$ cat src/hdl/ex_pkg.sv
`default_nettype none

package ex_pkg;

  // Datapath and register index widths
  localparam int XLEN = 32;
  localparam int REG_ADDR_W = 5;

  // One restoring step per result bit
  localparam int DIV_CYCLES = XLEN;
  localparam int DIV_CNT_W = $clog2(DIV_CYCLES + 1);

  // addi x0, x0, 0
  localparam logic [31:0] I_NOP = 32'h0000_0013;

  typedef logic [XLEN-1:0] word_t;

  // Operation applied by the ALU datapath
  typedef enum logic [3:0] {
    ADD,
    SUB,
    SLL,
    SLT,
    SLTU,
    XOR,
    SRL,
    SRA,
    OR,
    AND
  } alu_op_t;

  // Coarse ALU class coming from ID
  typedef enum logic [1:0] {
    ALU_ADD    = 2'b00,
    ALU_BRANCH = 2'b01,
    ALU_FUNCT  = 2'b10
  } alu_instr_t;

  typedef enum logic [1:0] {
    ALU_A_RS1  = 2'b00,
    ALU_A_ZERO = 2'b01,
    ALU_A_PC   = 2'b10
  } alu_a_sel_t;

  // PREDICTED is never driven by this stage
  typedef enum logic [1:0] {
    PC_SEL_SEQUENTIAL = 2'b00,
    PC_SEL_PREDICTED  = 2'b01,
    PC_SEL_REDIRECT   = 2'b10
  } pc_sel_t;

  // Branch funct3
  localparam logic [2:0] F3_BEQ = 3'b000;
  localparam logic [2:0] F3_BNE = 3'b001;
  localparam logic [2:0] F3_BLT = 3'b100;
  localparam logic [2:0] F3_BGE = 3'b101;
  localparam logic [2:0] F3_BLTU = 3'b110;
  localparam logic [2:0] F3_BGEU = 3'b111;

  // M extension divide funct3
  localparam logic [2:0] F3_DIV = 3'b100;
  localparam logic [2:0] F3_DIVU = 3'b101;
  localparam logic [2:0] F3_REM = 3'b110;
  localparam logic [2:0] F3_REMU = 3'b111;

  // Control bits decoded in ID
  typedef struct packed {
    logic       reg_write;
    logic       mem_read;
    logic       mem_write;
    alu_a_sel_t alu_a_src;
    logic       alu_b_src;
    alu_instr_t alu_instr;
    logic [2:0] res_src;
    logic       is_branch;
    logic       is_jal;
    logic       is_jalr;
    logic       jb_target_src;
    logic       is_mc;
  } ex_ctrl_t;

  // ID/EX register contents, operands already resolved
  typedef struct packed {
    ex_ctrl_t              ctrl;
    logic [31:0]           instr;
    logic [REG_ADDR_W-1:0] rd;
    logic [REG_ADDR_W-1:0] rs2;
    logic [2:0]            funct3;
    logic [6:0]            funct7;
    word_t                 rs1_data;
    word_t                 rs2_data;
    word_t                 imm;
    word_t                 pc;
    word_t                 pc_plus4;
  } id_ex_t;

  // EX/MEM register contents
  typedef struct packed {
    logic                  reg_write;
    logic                  mem_read;
    logic                  mem_write;
    logic [2:0]            res_src;
    logic [31:0]           instr;
    logic [REG_ADDR_W-1:0] rd;
    logic [REG_ADDR_W-1:0] rs2;
    logic [2:0]            funct3;
    word_t                 alu_result;
    word_t                 rs1_data;
    word_t                 rs2_data;
    word_t                 pc_plus4;
    word_t                 jb_target;
    word_t                 m_result;
    logic                  is_jalr;
    logic                  trap;
  } ex_mem_t;

endpackage

`default_nettype wire

$ cat src/hdl/ex_alu.sv
`default_nettype none

module ex_alu (
  input  ex_pkg::alu_instr_t alu_instr,
  input  logic [2:0]         funct3,
  input  logic               funct7_b5,
  input  logic               op_b5,
  input  ex_pkg::word_t      a,
  input  ex_pkg::word_t      b,
  output ex_pkg::word_t      result
);

  ex_pkg::alu_op_t alu_op;
  logic [$clog2(ex_pkg::XLEN)-1:0] shamt;

  // Decoder
  always_comb begin
    alu_op = ex_pkg::ADD;
    case (alu_instr)
      // Address generation for loads, stores, AUIPC
      ex_pkg::ALU_ADD: alu_op = ex_pkg::ADD;
      // Branches compare by subtraction
      ex_pkg::ALU_BRANCH: alu_op = ex_pkg::SUB;
      ex_pkg::ALU_FUNCT: begin
        case (funct3)
          // SUB only exists in register-register form
          3'b000: alu_op = (funct7_b5 && op_b5) ? ex_pkg::SUB : ex_pkg::ADD;
          3'b001: alu_op = ex_pkg::SLL;
          3'b010: alu_op = ex_pkg::SLT;
          3'b011: alu_op = ex_pkg::SLTU;
          3'b100: alu_op = ex_pkg::XOR;
          // SRAI also carries funct7 bit 5 in the immediate
          3'b101: alu_op = funct7_b5 ? ex_pkg::SRA : ex_pkg::SRL;
          3'b110: alu_op = ex_pkg::OR;
          default: alu_op = ex_pkg::AND;
        endcase
      end
      default: alu_op = ex_pkg::ADD;
    endcase
  end

  // Shift amount is the low bits of operand B
  assign shamt = b[$clog2(ex_pkg::XLEN)-1:0];

  // Datapath
  always_comb begin
    case (alu_op)
      ex_pkg::ADD: result = a + b;
      ex_pkg::SUB: result = a - b;
      ex_pkg::SLL: result = a << shamt;
      ex_pkg::SLT: begin
        result = {{(ex_pkg::XLEN-1){1'b0}}, $signed(a) < $signed(b)};
      end
      ex_pkg::SLTU: result = {{(ex_pkg::XLEN-1){1'b0}}, a < b};
      ex_pkg::XOR: result = a ^ b;
      ex_pkg::SRL: result = a >> shamt;
      // Arithmetic shift keeps the sign bit
      ex_pkg::SRA: result = ex_pkg::word_t'($signed(a) >>> shamt);
      ex_pkg::OR: result = a | b;
      ex_pkg::AND: result = a & b;
      default: result = a + b;
    endcase
  end

endmodule

`default_nettype wire

$ cat src/hdl/ex_branch_unit.sv
`default_nettype none

module ex_branch_unit (
  input  ex_pkg::ex_ctrl_t ctrl,
  input  logic [2:0]       funct3,
  input  ex_pkg::word_t    rs1_data,
  input  ex_pkg::word_t    rs2_data,
  input  ex_pkg::word_t    pc,
  input  ex_pkg::word_t    imm,
  input  ex_pkg::word_t    alu_result,
  output ex_pkg::word_t    jb_target,
  output logic             trap,
  output ex_pkg::pc_sel_t  pc_sel,
  output ex_pkg::word_t    redirect_target
);

  logic eq;
  logic lt;
  logic ltu;
  logic taken;
  logic jb_active;

  // Comparator shared by all branch conditions
  assign eq  = (rs1_data == rs2_data);
  assign lt  = ($signed(rs1_data) < $signed(rs2_data));
  assign ltu = (rs1_data < rs2_data);

  always_comb begin
    case (funct3)
      ex_pkg::F3_BEQ: taken = eq;
      ex_pkg::F3_BNE: taken = !eq;
      ex_pkg::F3_BLT: taken = lt;
      ex_pkg::F3_BGE: taken = !lt;
      ex_pkg::F3_BLTU: taken = ltu;
      ex_pkg::F3_BGEU: taken = !ltu;
      // Undefined encodings never branch
      default: taken = 1'b0;
    endcase
  end

  // JALR takes rs1 + imm from the ALU, bit 0 forced low
  // JAL and branches are PC relative on their own adder
  always_comb begin
    if (ctrl.jb_target_src) begin
      jb_target = {alu_result[ex_pkg::XLEN-1:1], 1'b0};
    end else begin
      jb_target = pc + imm;
    end
  end

  // Any control transfer that actually leaves the sequential path
  assign jb_active = (ctrl.is_branch && taken) || ctrl.is_jal || ctrl.is_jalr;

  // No compressed support, so the target must be word aligned
  assign trap = jb_active && (|jb_target[1:0]);

  always_comb begin
    if (jb_active) begin
      pc_sel = ex_pkg::PC_SEL_REDIRECT;
    end else begin
      pc_sel = ex_pkg::PC_SEL_SEQUENTIAL;
    end
  end

  assign redirect_target = jb_target;

endmodule

`default_nettype wire

$ cat src/hdl/ex_divider.sv
`default_nettype none

module ex_divider (
  input  logic          clk,
  input  logic          rst_n,
  input  logic          start,
  input  ex_pkg::word_t rs1,
  input  ex_pkg::word_t rs2,
  input  logic [2:0]    funct3,
  output logic          busy,
  output ex_pkg::word_t result
);

  logic signed_op;
  logic rem_op;
  logic a_neg;
  logic b_neg;
  ex_pkg::word_t a_mag;
  ex_pkg::word_t b_mag;

  logic [ex_pkg::DIV_CNT_W-1:0] count;

  // Iteration state
  ex_pkg::word_t quo;
  ex_pkg::word_t rem;
  ex_pkg::word_t divisor;
  logic neg_q;
  logic neg_r;
  logic is_rem;

  // One bit wider than XLEN so the borrow shows up in the top bit
  logic [ex_pkg::XLEN:0] rem_shift;
  logic [ex_pkg::XLEN:0] diff;

  // Operation decode
  assign signed_op = (funct3 == ex_pkg::F3_DIV) || (funct3 == ex_pkg::F3_REM);
  assign rem_op    = (funct3 == ex_pkg::F3_REM) || (funct3 == ex_pkg::F3_REMU);

  // Magnitudes for the unsigned core
  assign a_neg = signed_op && rs1[ex_pkg::XLEN-1];
  assign b_neg = signed_op && rs2[ex_pkg::XLEN-1];
  assign a_mag = a_neg ? -rs1 : rs1;
  assign b_mag = b_neg ? -rs2 : rs2;

  // Iteration counter and busy flag
  always_ff @(posedge clk) begin
    if (!rst_n) begin
      busy  <= 1'b0;
      count <= '0;
    end else if (start) begin
      busy  <= 1'b1;
      count <= ex_pkg::DIV_CNT_W'(ex_pkg::DIV_CYCLES);
    end else if (busy) begin
      count <= count - 1'b1;
      // Last step runs this cycle
      if (count == ex_pkg::DIV_CNT_W'(1)) begin
        busy <= 1'b0;
      end
    end
  end

  // Restoring step, dividend bits shift out of quo into rem
  assign rem_shift = {rem, quo[ex_pkg::XLEN-1]};
  assign diff      = rem_shift - {1'b0, divisor};

  always_ff @(posedge clk) begin
    if (start) begin
      quo     <= a_mag;
      rem     <= '0;
      divisor <= b_mag;
      // Zero divisor keeps the all ones quotient unsigned
      neg_q   <= (a_neg ^ b_neg) && (|rs2);
      // Remainder takes the sign of the dividend
      neg_r   <= a_neg;
      is_rem  <= rem_op;
    end else if (busy) begin
      quo <= {quo[ex_pkg::XLEN-2:0], ~diff[ex_pkg::XLEN]};
      if (diff[ex_pkg::XLEN]) begin
        rem <= rem_shift[ex_pkg::XLEN-1:0];
      end else begin
        rem <= diff[ex_pkg::XLEN-1:0];
      end
    end
  end

  // Sign correction on the way out
  // Divide by zero falls out as all ones and the dividend
  // Most negative / -1 gives |a| = 2^(XLEN-1) with no negation, i.e. the dividend
  always_comb begin
    if (is_rem) begin
      result = neg_r ? -rem : rem;
    end else begin
      result = neg_q ? -quo : quo;
    end
  end

endmodule

`default_nettype wire

$ cat src/hdl/ex_mem_reg.sv
`default_nettype none

module ex_mem_reg (
  input  logic            clk,
  input  logic            rst_n,
  input  logic            stall,
  input  logic            flush,
  input  ex_pkg::ex_mem_t d,
  output ex_pkg::ex_mem_t q
);

  always_ff @(posedge clk) begin
    if (!rst_n) begin
      // Come out of reset holding a bubble
      q       <= '0;
      q.instr <= ex_pkg::I_NOP;
    end else if (!stall) begin
      q <= d;
      // Flush squashes side effects but keeps the payload
      if (flush) begin
        q.reg_write <= 1'b0;
        q.mem_read  <= 1'b0;
        q.mem_write <= 1'b0;
        q.instr     <= ex_pkg::I_NOP;
      end
    end
    // Stall holds every field
  end

endmodule

`default_nettype wire

$ cat src/hdl/ex_stage.sv
`default_nettype none

module ex_stage (
  input  logic            clk,
  input  logic            rst_n,
  input  ex_pkg::id_ex_t  id_ex,
  input  logic            ex_mem_stall,
  input  logic            ex_mem_flush,
  output ex_pkg::ex_mem_t ex_mem,
  output ex_pkg::pc_sel_t pc_sel,
  output ex_pkg::word_t   pc_redirect_target,
  output logic            op_active
);

  typedef enum logic {
    MC_IDLE,
    MC_EXEC
  } mc_state_t;

  mc_state_t mc_state;
  mc_state_t mc_state_next;

  ex_pkg::word_t alu_a;
  ex_pkg::word_t alu_b;
  ex_pkg::word_t alu_result;
  ex_pkg::word_t jb_target;
  ex_pkg::word_t div_result;
  logic trap;
  logic div_start;
  logic div_busy;

  ex_pkg::ex_mem_t ex_mem_d;

  // Operand A source
  always_comb begin
    case (id_ex.ctrl.alu_a_src)
      ex_pkg::ALU_A_RS1: alu_a = id_ex.rs1_data;
      ex_pkg::ALU_A_PC: alu_a = id_ex.pc;
      // LUI adds the immediate to zero
      default: alu_a = '0;
    endcase
  end

  // Operand B is the register or the immediate
  assign alu_b = id_ex.ctrl.alu_b_src ? id_ex.imm : id_ex.rs2_data;

  ex_alu u_alu (
    .alu_instr(id_ex.ctrl.alu_instr),
    .funct3   (id_ex.funct3),
    .funct7_b5(id_ex.funct7[5]),
    .op_b5    (id_ex.instr[5]),
    .a        (alu_a),
    .b        (alu_b),
    .result   (alu_result)
  );

  ex_branch_unit u_branch (
    .ctrl           (id_ex.ctrl),
    .funct3         (id_ex.funct3),
    .rs1_data       (id_ex.rs1_data),
    .rs2_data       (id_ex.rs2_data),
    .pc             (id_ex.pc),
    .imm            (id_ex.imm),
    .alu_result     (alu_result),
    .jb_target      (jb_target),
    .trap           (trap),
    .pc_sel         (pc_sel),
    .redirect_target(pc_redirect_target)
  );

  // Multi-cycle control
  // IDLE launches the divider, EXEC waits for busy to drop
  always_comb begin
    mc_state_next = mc_state;
    op_active     = 1'b0;
    div_start     = 1'b0;
    case (mc_state)
      MC_IDLE: begin
        if (id_ex.ctrl.is_mc) begin
          div_start     = 1'b1;
          op_active     = 1'b1;
          mc_state_next = MC_EXEC;
        end
      end
      MC_EXEC: begin
        if (div_busy) begin
          op_active = 1'b1;
        end else begin
          // Result is ready, let the pipeline capture it
          mc_state_next = MC_IDLE;
        end
      end
      default: mc_state_next = MC_IDLE;
    endcase
  end

  always_ff @(posedge clk) begin
    if (!rst_n) begin
      mc_state <= MC_IDLE;
    end else begin
      mc_state <= mc_state_next;
    end
  end

  ex_divider u_div (
    .clk   (clk),
    .rst_n (rst_n),
    .start (div_start),
    .rs1   (id_ex.rs1_data),
    .rs2   (id_ex.rs2_data),
    .funct3(id_ex.funct3),
    .busy  (div_busy),
    .result(div_result)
  );

  // Next EX/MEM value
  always_comb begin
    ex_mem_d.reg_write  = id_ex.ctrl.reg_write;
    ex_mem_d.mem_read   = id_ex.ctrl.mem_read;
    ex_mem_d.mem_write  = id_ex.ctrl.mem_write;
    ex_mem_d.res_src    = id_ex.ctrl.res_src;
    ex_mem_d.instr      = id_ex.instr;
    ex_mem_d.rd         = id_ex.rd;
    ex_mem_d.rs2        = id_ex.rs2;
    ex_mem_d.funct3     = id_ex.funct3;
    ex_mem_d.alu_result = alu_result;
    ex_mem_d.rs1_data   = id_ex.rs1_data;
    ex_mem_d.rs2_data   = id_ex.rs2_data;
    ex_mem_d.pc_plus4   = id_ex.pc_plus4;
    ex_mem_d.jb_target  = jb_target;
    // Divider output only means something for multi-cycle ops
    ex_mem_d.m_result   = id_ex.ctrl.is_mc ? div_result : '0;
    ex_mem_d.is_jalr    = id_ex.ctrl.is_jalr;
    ex_mem_d.trap       = trap;
  end

  ex_mem_reg u_ex_mem (
    .clk  (clk),
    .rst_n(rst_n),
    .stall(ex_mem_stall),
    .flush(ex_mem_flush),
    .d    (ex_mem_d),
    .q    (ex_mem)
  );

endmodule

`default_nettype wire

$ cat config.mk
export PLATFORM = sky130hd
export DESIGN_NAME = ex_stage
export DESIGN_NICKNAME = d
export VERILOG_FILES = /design/src/hdl/ex_pkg.sv /design/src/hdl/ex_alu.sv /design/src/hdl/ex_branch_unit.sv /design/src/hdl/ex_divider.sv /design/src/hdl/ex_mem_reg.sv /design/src/hdl/ex_stage.sv
export SDC_FILE = /design/constraint.sdc
export NUM_CORES = 2
export LEC_CHECK = 0
export BUFFER_PORTS_ARGS = -buffer_cell sky130_fd_sc_hd__buf_4
export CAP_MARGIN = 20
export CORE_MARGIN = 5
export CORE_UTILIZATION = 50
export DETAILED_ROUTE_END_ITERATION = 16
export HOLD_SLACK_MARGIN = 0.03
export PLACE_DENSITY = 0.83
export SLEW_MARGIN = 20
export SYNTH_ARGS = -nofsm -noshare
export SYNTH_HDL_FRONTEND = slang
export SYNTH_SLANG_ARGS = --single-unit
$ cat constraint.sdc
create_clock -name clk -period 5.5 [get_ports clk]
set_input_delay 0.275 -clock clk [delete_from_list [all_inputs] [get_ports clk]]
set_output_delay 0.275 -clock clk [all_outputs]
set_load 0.005 [all_outputs]
==> results_dict.tcl <==
set metrics [dict create \
    syn-cell-area_um2 30400 \
    yosysTopAreaCellShare_pct 18.8 \
    preCtsSetupSlack_ns 0.315 \
    place_area_um2 34900 \
    chipHeight_um 257 \
    min_path_cells 3 \
    slowest_stage "dlygate4sd3_1" \
    rsz0062_at_grt "false" \
    min-delay-path-class "in2reg" \
    critPathMaxStageDelay_ns 0.56 \
    async_reset_ff_share_pct 0 \
    p_per_area_nw_per_um2 261 \
    die_area_um2 65900 \
    grt_pass1_vias 31700 \
    grt_util_all_layers_pct 42.0 \
    multiInputGateArea_um2 20700 \
    fin_ws_ns 0.224 \
    fp.dieW_um 257 \
    io_buffers 504 \
    cts.path.max_buffers 3 \
    syn_area_per_cell_um2 8.06 \
    final_hold_viol_count 0 \
    fmax_mhz 190 \
    nFillCells 5121 \
    status "completed" \
    gp_congestion 1.11 \
    dr_total_vias 33400 \
    hpwl_um 112000 \
    end_kind "output pin" \
    wirelength_met1_um 52800 \
    synth.area.top_cells "dfxtp_1, ha_1, mux2i_1" \
    irDropWorstVdd_v 0.000226 \
    register_area_um2 7720 \
    drtAntennaViolNets 0 \
    setup_violations 0 \
    post-route-min-period_ns 5.28 \
    r2r_cells 15 \
    wirelength_um 148000 \
    design_area_um2 37100 \
    tightest_slew_ns 1.29 \
    cts_tree "built" \
    hp-start "id_ex[97]" \
    ys.flop_type "dfxtp_1" \
    drt_iter0_markers 4212 \
    max_slew_margin_pct 12.8 \
    nNetsFinal 4700 \
    power.total_mw 9.68 \
    cp.buffers_inverters 8 \
    root_buffer "clkbuf_16" \
    critPathLaunchType "input port" \
    grt_first_pass_wirelength_um 211000 \
    core.rowCount 90 \
    layout-drive-gt1-share_pct 19.6 \
    cp.arrival_ns 5.00 \
    path_cells "dlygate4sd3_1 > buf_4 > inv_1 > o21ai_0 > ha_1 > and4_1 > nor3b_1 > buf_4 > inv_1 > a2111oi_2 > buf_4 > o211ai_1 > o31ai_2 > buf_4 > a21oi_1 > a41o_1 > a2111oi_0 > a21oi_1 > buf_4" \
    cts_buffers 39 \
    r2r_slack_ns 1.20 \
    dr_wl_met3_um 17200 \
    cp_top_family "compound AO/OA/AOI/OAI gates" \
    grt_max_degree 107 \
    clock-sinks 352 \
    synth-edff-count 67 \
    min_to "u_ex_mem.q[99]" \
    setup_tns_ns 0 \
    slew_violations 0 \
    top_layer "met5" \
    grt_antenna_before_repair 6 \
    syn_nets 4209 \
    ys_types 96 \
    p_leak_nw 16.0 \
    rr_startpoint "u_div.quo[31]" \
    worstPathRequired_ns 5.22 \
    synthCells 3773 \
    detail_route.wl_per_cell_um 29.1 \
    wl_met2_um 65400 \
    critPathMaxFanout 5 \
    synth_top_cell_by_area "dfxtp_1" \
    critPathKind "in2out" \
    cap_violations 0 \
    period_share_pct 95.9 \
    htree_levels 2 \
    clk_pin_slew_ns 0.06 \
    ioPinCount 512 \
    area_delta_synth_final_pct 22.1 \
    worstReg2RegEnd "u_div.rem[30]" \
    grt.overflow.total 0 \
    ys_warn_count 0 \
    fin_skew_ns 0.0156 \
    dr.pass1.iters 6 \
    coreArea_um2 60400 \
    synth_seq_cells 352 \
    initial_core_util_pct 50.4 \
    ys_seq_area_share_pct 25.4 \
    vias_per_cell 6.58 \
    crit_top_cell "buf_4" \
    drcViolationCount 0 \
    worst_skew_pair.late_latency_ns 0.58 \
]
## repair_timing
action,in CTS,in global routing
setup endpoints to repair,0,1
endpoints found under the hold margin,94,0
buffers inserted,0,0
hold buffers,94,0
gates resized for setup,0,2
## layout by cell type, fill, tap and decap left out, types with 69 or more instances in the layout
cell	n
a21oi_1	255
buf_4	629
ha_1	200
nand2_1	304
o211ai_1	72
dfxtp_1	284
a22oi_1	69
mux2i_1	204
xnor2_1	122
inv_1	194
nor2_1	262
nor2b_1	192
dlygate4sd3_1	94
o21ai_0	290
nand3_1	80
## worst reg2reg max path, stage by stage, from the launching register on
cell and delay (ns):
edfxtp_1 0.33, buf_4 0.16, inv_1 0.06, ha_1 0.21, fa_1 0.40, nand2b_1 0.18, a21oi_1 0.31, o211a_1 0.29
o21ai_0 0.17, nand3_1 0.14, a21oi_1 0.11, a311oi_1 0.84, xor2_4 0.16, buf_4 0.41, mux2i_1 0.14, a211oi_1 0.28
## per-stage QoR
stage	hold WS [ns]	util, %	std cells
2_1_floorplan	0.374	-	3773
3_3_place_gp	0.463	57.9	4911
3_5_place_dp	0.464	57.9	4911
4_1_cts	0.0314	61.5	5073
5_1_grt	0.0444	61.5	5077
6_report	0.0384	61.5	5080
## area by class of cell
class / count / area share [%]
multi-input cells: 2937 / 55.8
flip-flops and latches: 352 / 20.8
repair buffers: 725 / 15.3
clock buffers: 49 / 2.89
well taps: 782 / 2.63
inverters: 209 / 2.12
clock inverters: 19 / 0.458
diodes: 7 / 0.0472
## Yosys cell counts, types with 18 or more instances
cell type,number
o31ai_1,35
clkbuf_1,171
mux2i_1,204
a21o_1,50
mux4_2,41
nand2b_1,38
buf_2,36
and3_1,22
a31oi_1,42
o21ai_0,291
buf_4,39
ha_1,200
nor2_1,263
mux2_2,21
o211ai_1,72
a22oi_1,69
nand3_1,80
and2_1,22
xnor2_1,123
nor4_1,18
a211oi_1,43
edfxtp_1,67
nor2b_1,193
buf_1,23
nand4_1,29
o21ai_1,18
inv_1,194
a21oi_1,256
nor3_1,54
a21boi_0,21
o2111ai_1,20
xor2_1,63
dfxtp_1,285
nand2_1,304
or3_1,26
## flip-flops by register name (all words and copies together) (netlist names)
| name | cells |
|---|---|
| u_div.neg_r | 1 |
| u_div.count | 6 |
| u_div.is_rem | 1 |
| u_div.busy | 1 |
| mc_state | 1 |
| u_ex_mem.q | 245 |
| u_div.divisor | 32 |
| u_div.neg_q | 1 |
| u_div.rem | 32 |
| u_div.quo | 32 |
## power breakdown
part / switching [mW] / internal, mW / total [mW]
Clock: 1.16 / 1.45 / 2.60
Sequential: 0.214 / 2.87 / 3.09
Combinational: 2.43 / 1.56 / 3.99
## worst max path at each step
stage / endpoint / startpoint / slack (ns) / cells after the start
3_3_place_gp: pc_redirect_target[18] / id_ex[224] / 0.30 / 18
3_5_place_dp: pc_redirect_target[18] / id_ex[224] / 0.31 / 18
5_1_grt: pc_redirect_target[18] / id_ex[98] / 0.13 / 17
4_1_cts: pc_redirect_target[18] / id_ex[98] / 0.12 / 16
6_report: pc_redirect_target[29] / id_ex[117] / 0.22 / 19
2_1_floorplan: pc_redirect_target[28] / id_ex[222] / 0.75 / 18
## metal layers
| metal | vias to the layer above | GRT usage (%) |
|---|---|---|
| met5 | - | 0 |
| met4 | 2 | 28.1 |
| met3 | 516 | 12.5 |
| met2 | 2216 | 66.3 |
| met1 | 16000 | 49.6 |
| li1 | 14700 | - |
## kinds of logic after synthesis
family	count (synthesis)	share of synthesized area, %
AND/OR/NAND/NOR	1113	18.0
adder cells (fa/ha/maj)	204	8.49
other	1	0.0123
XOR/XNOR	186	5.35
flip-flops	352	25.4
multiplexers	269	10.7
AO/OA/AOI/OAI	1164	25.4
buffers and inverters	484	6.76
Note: power is estimated with default switching activity, not from simulation.
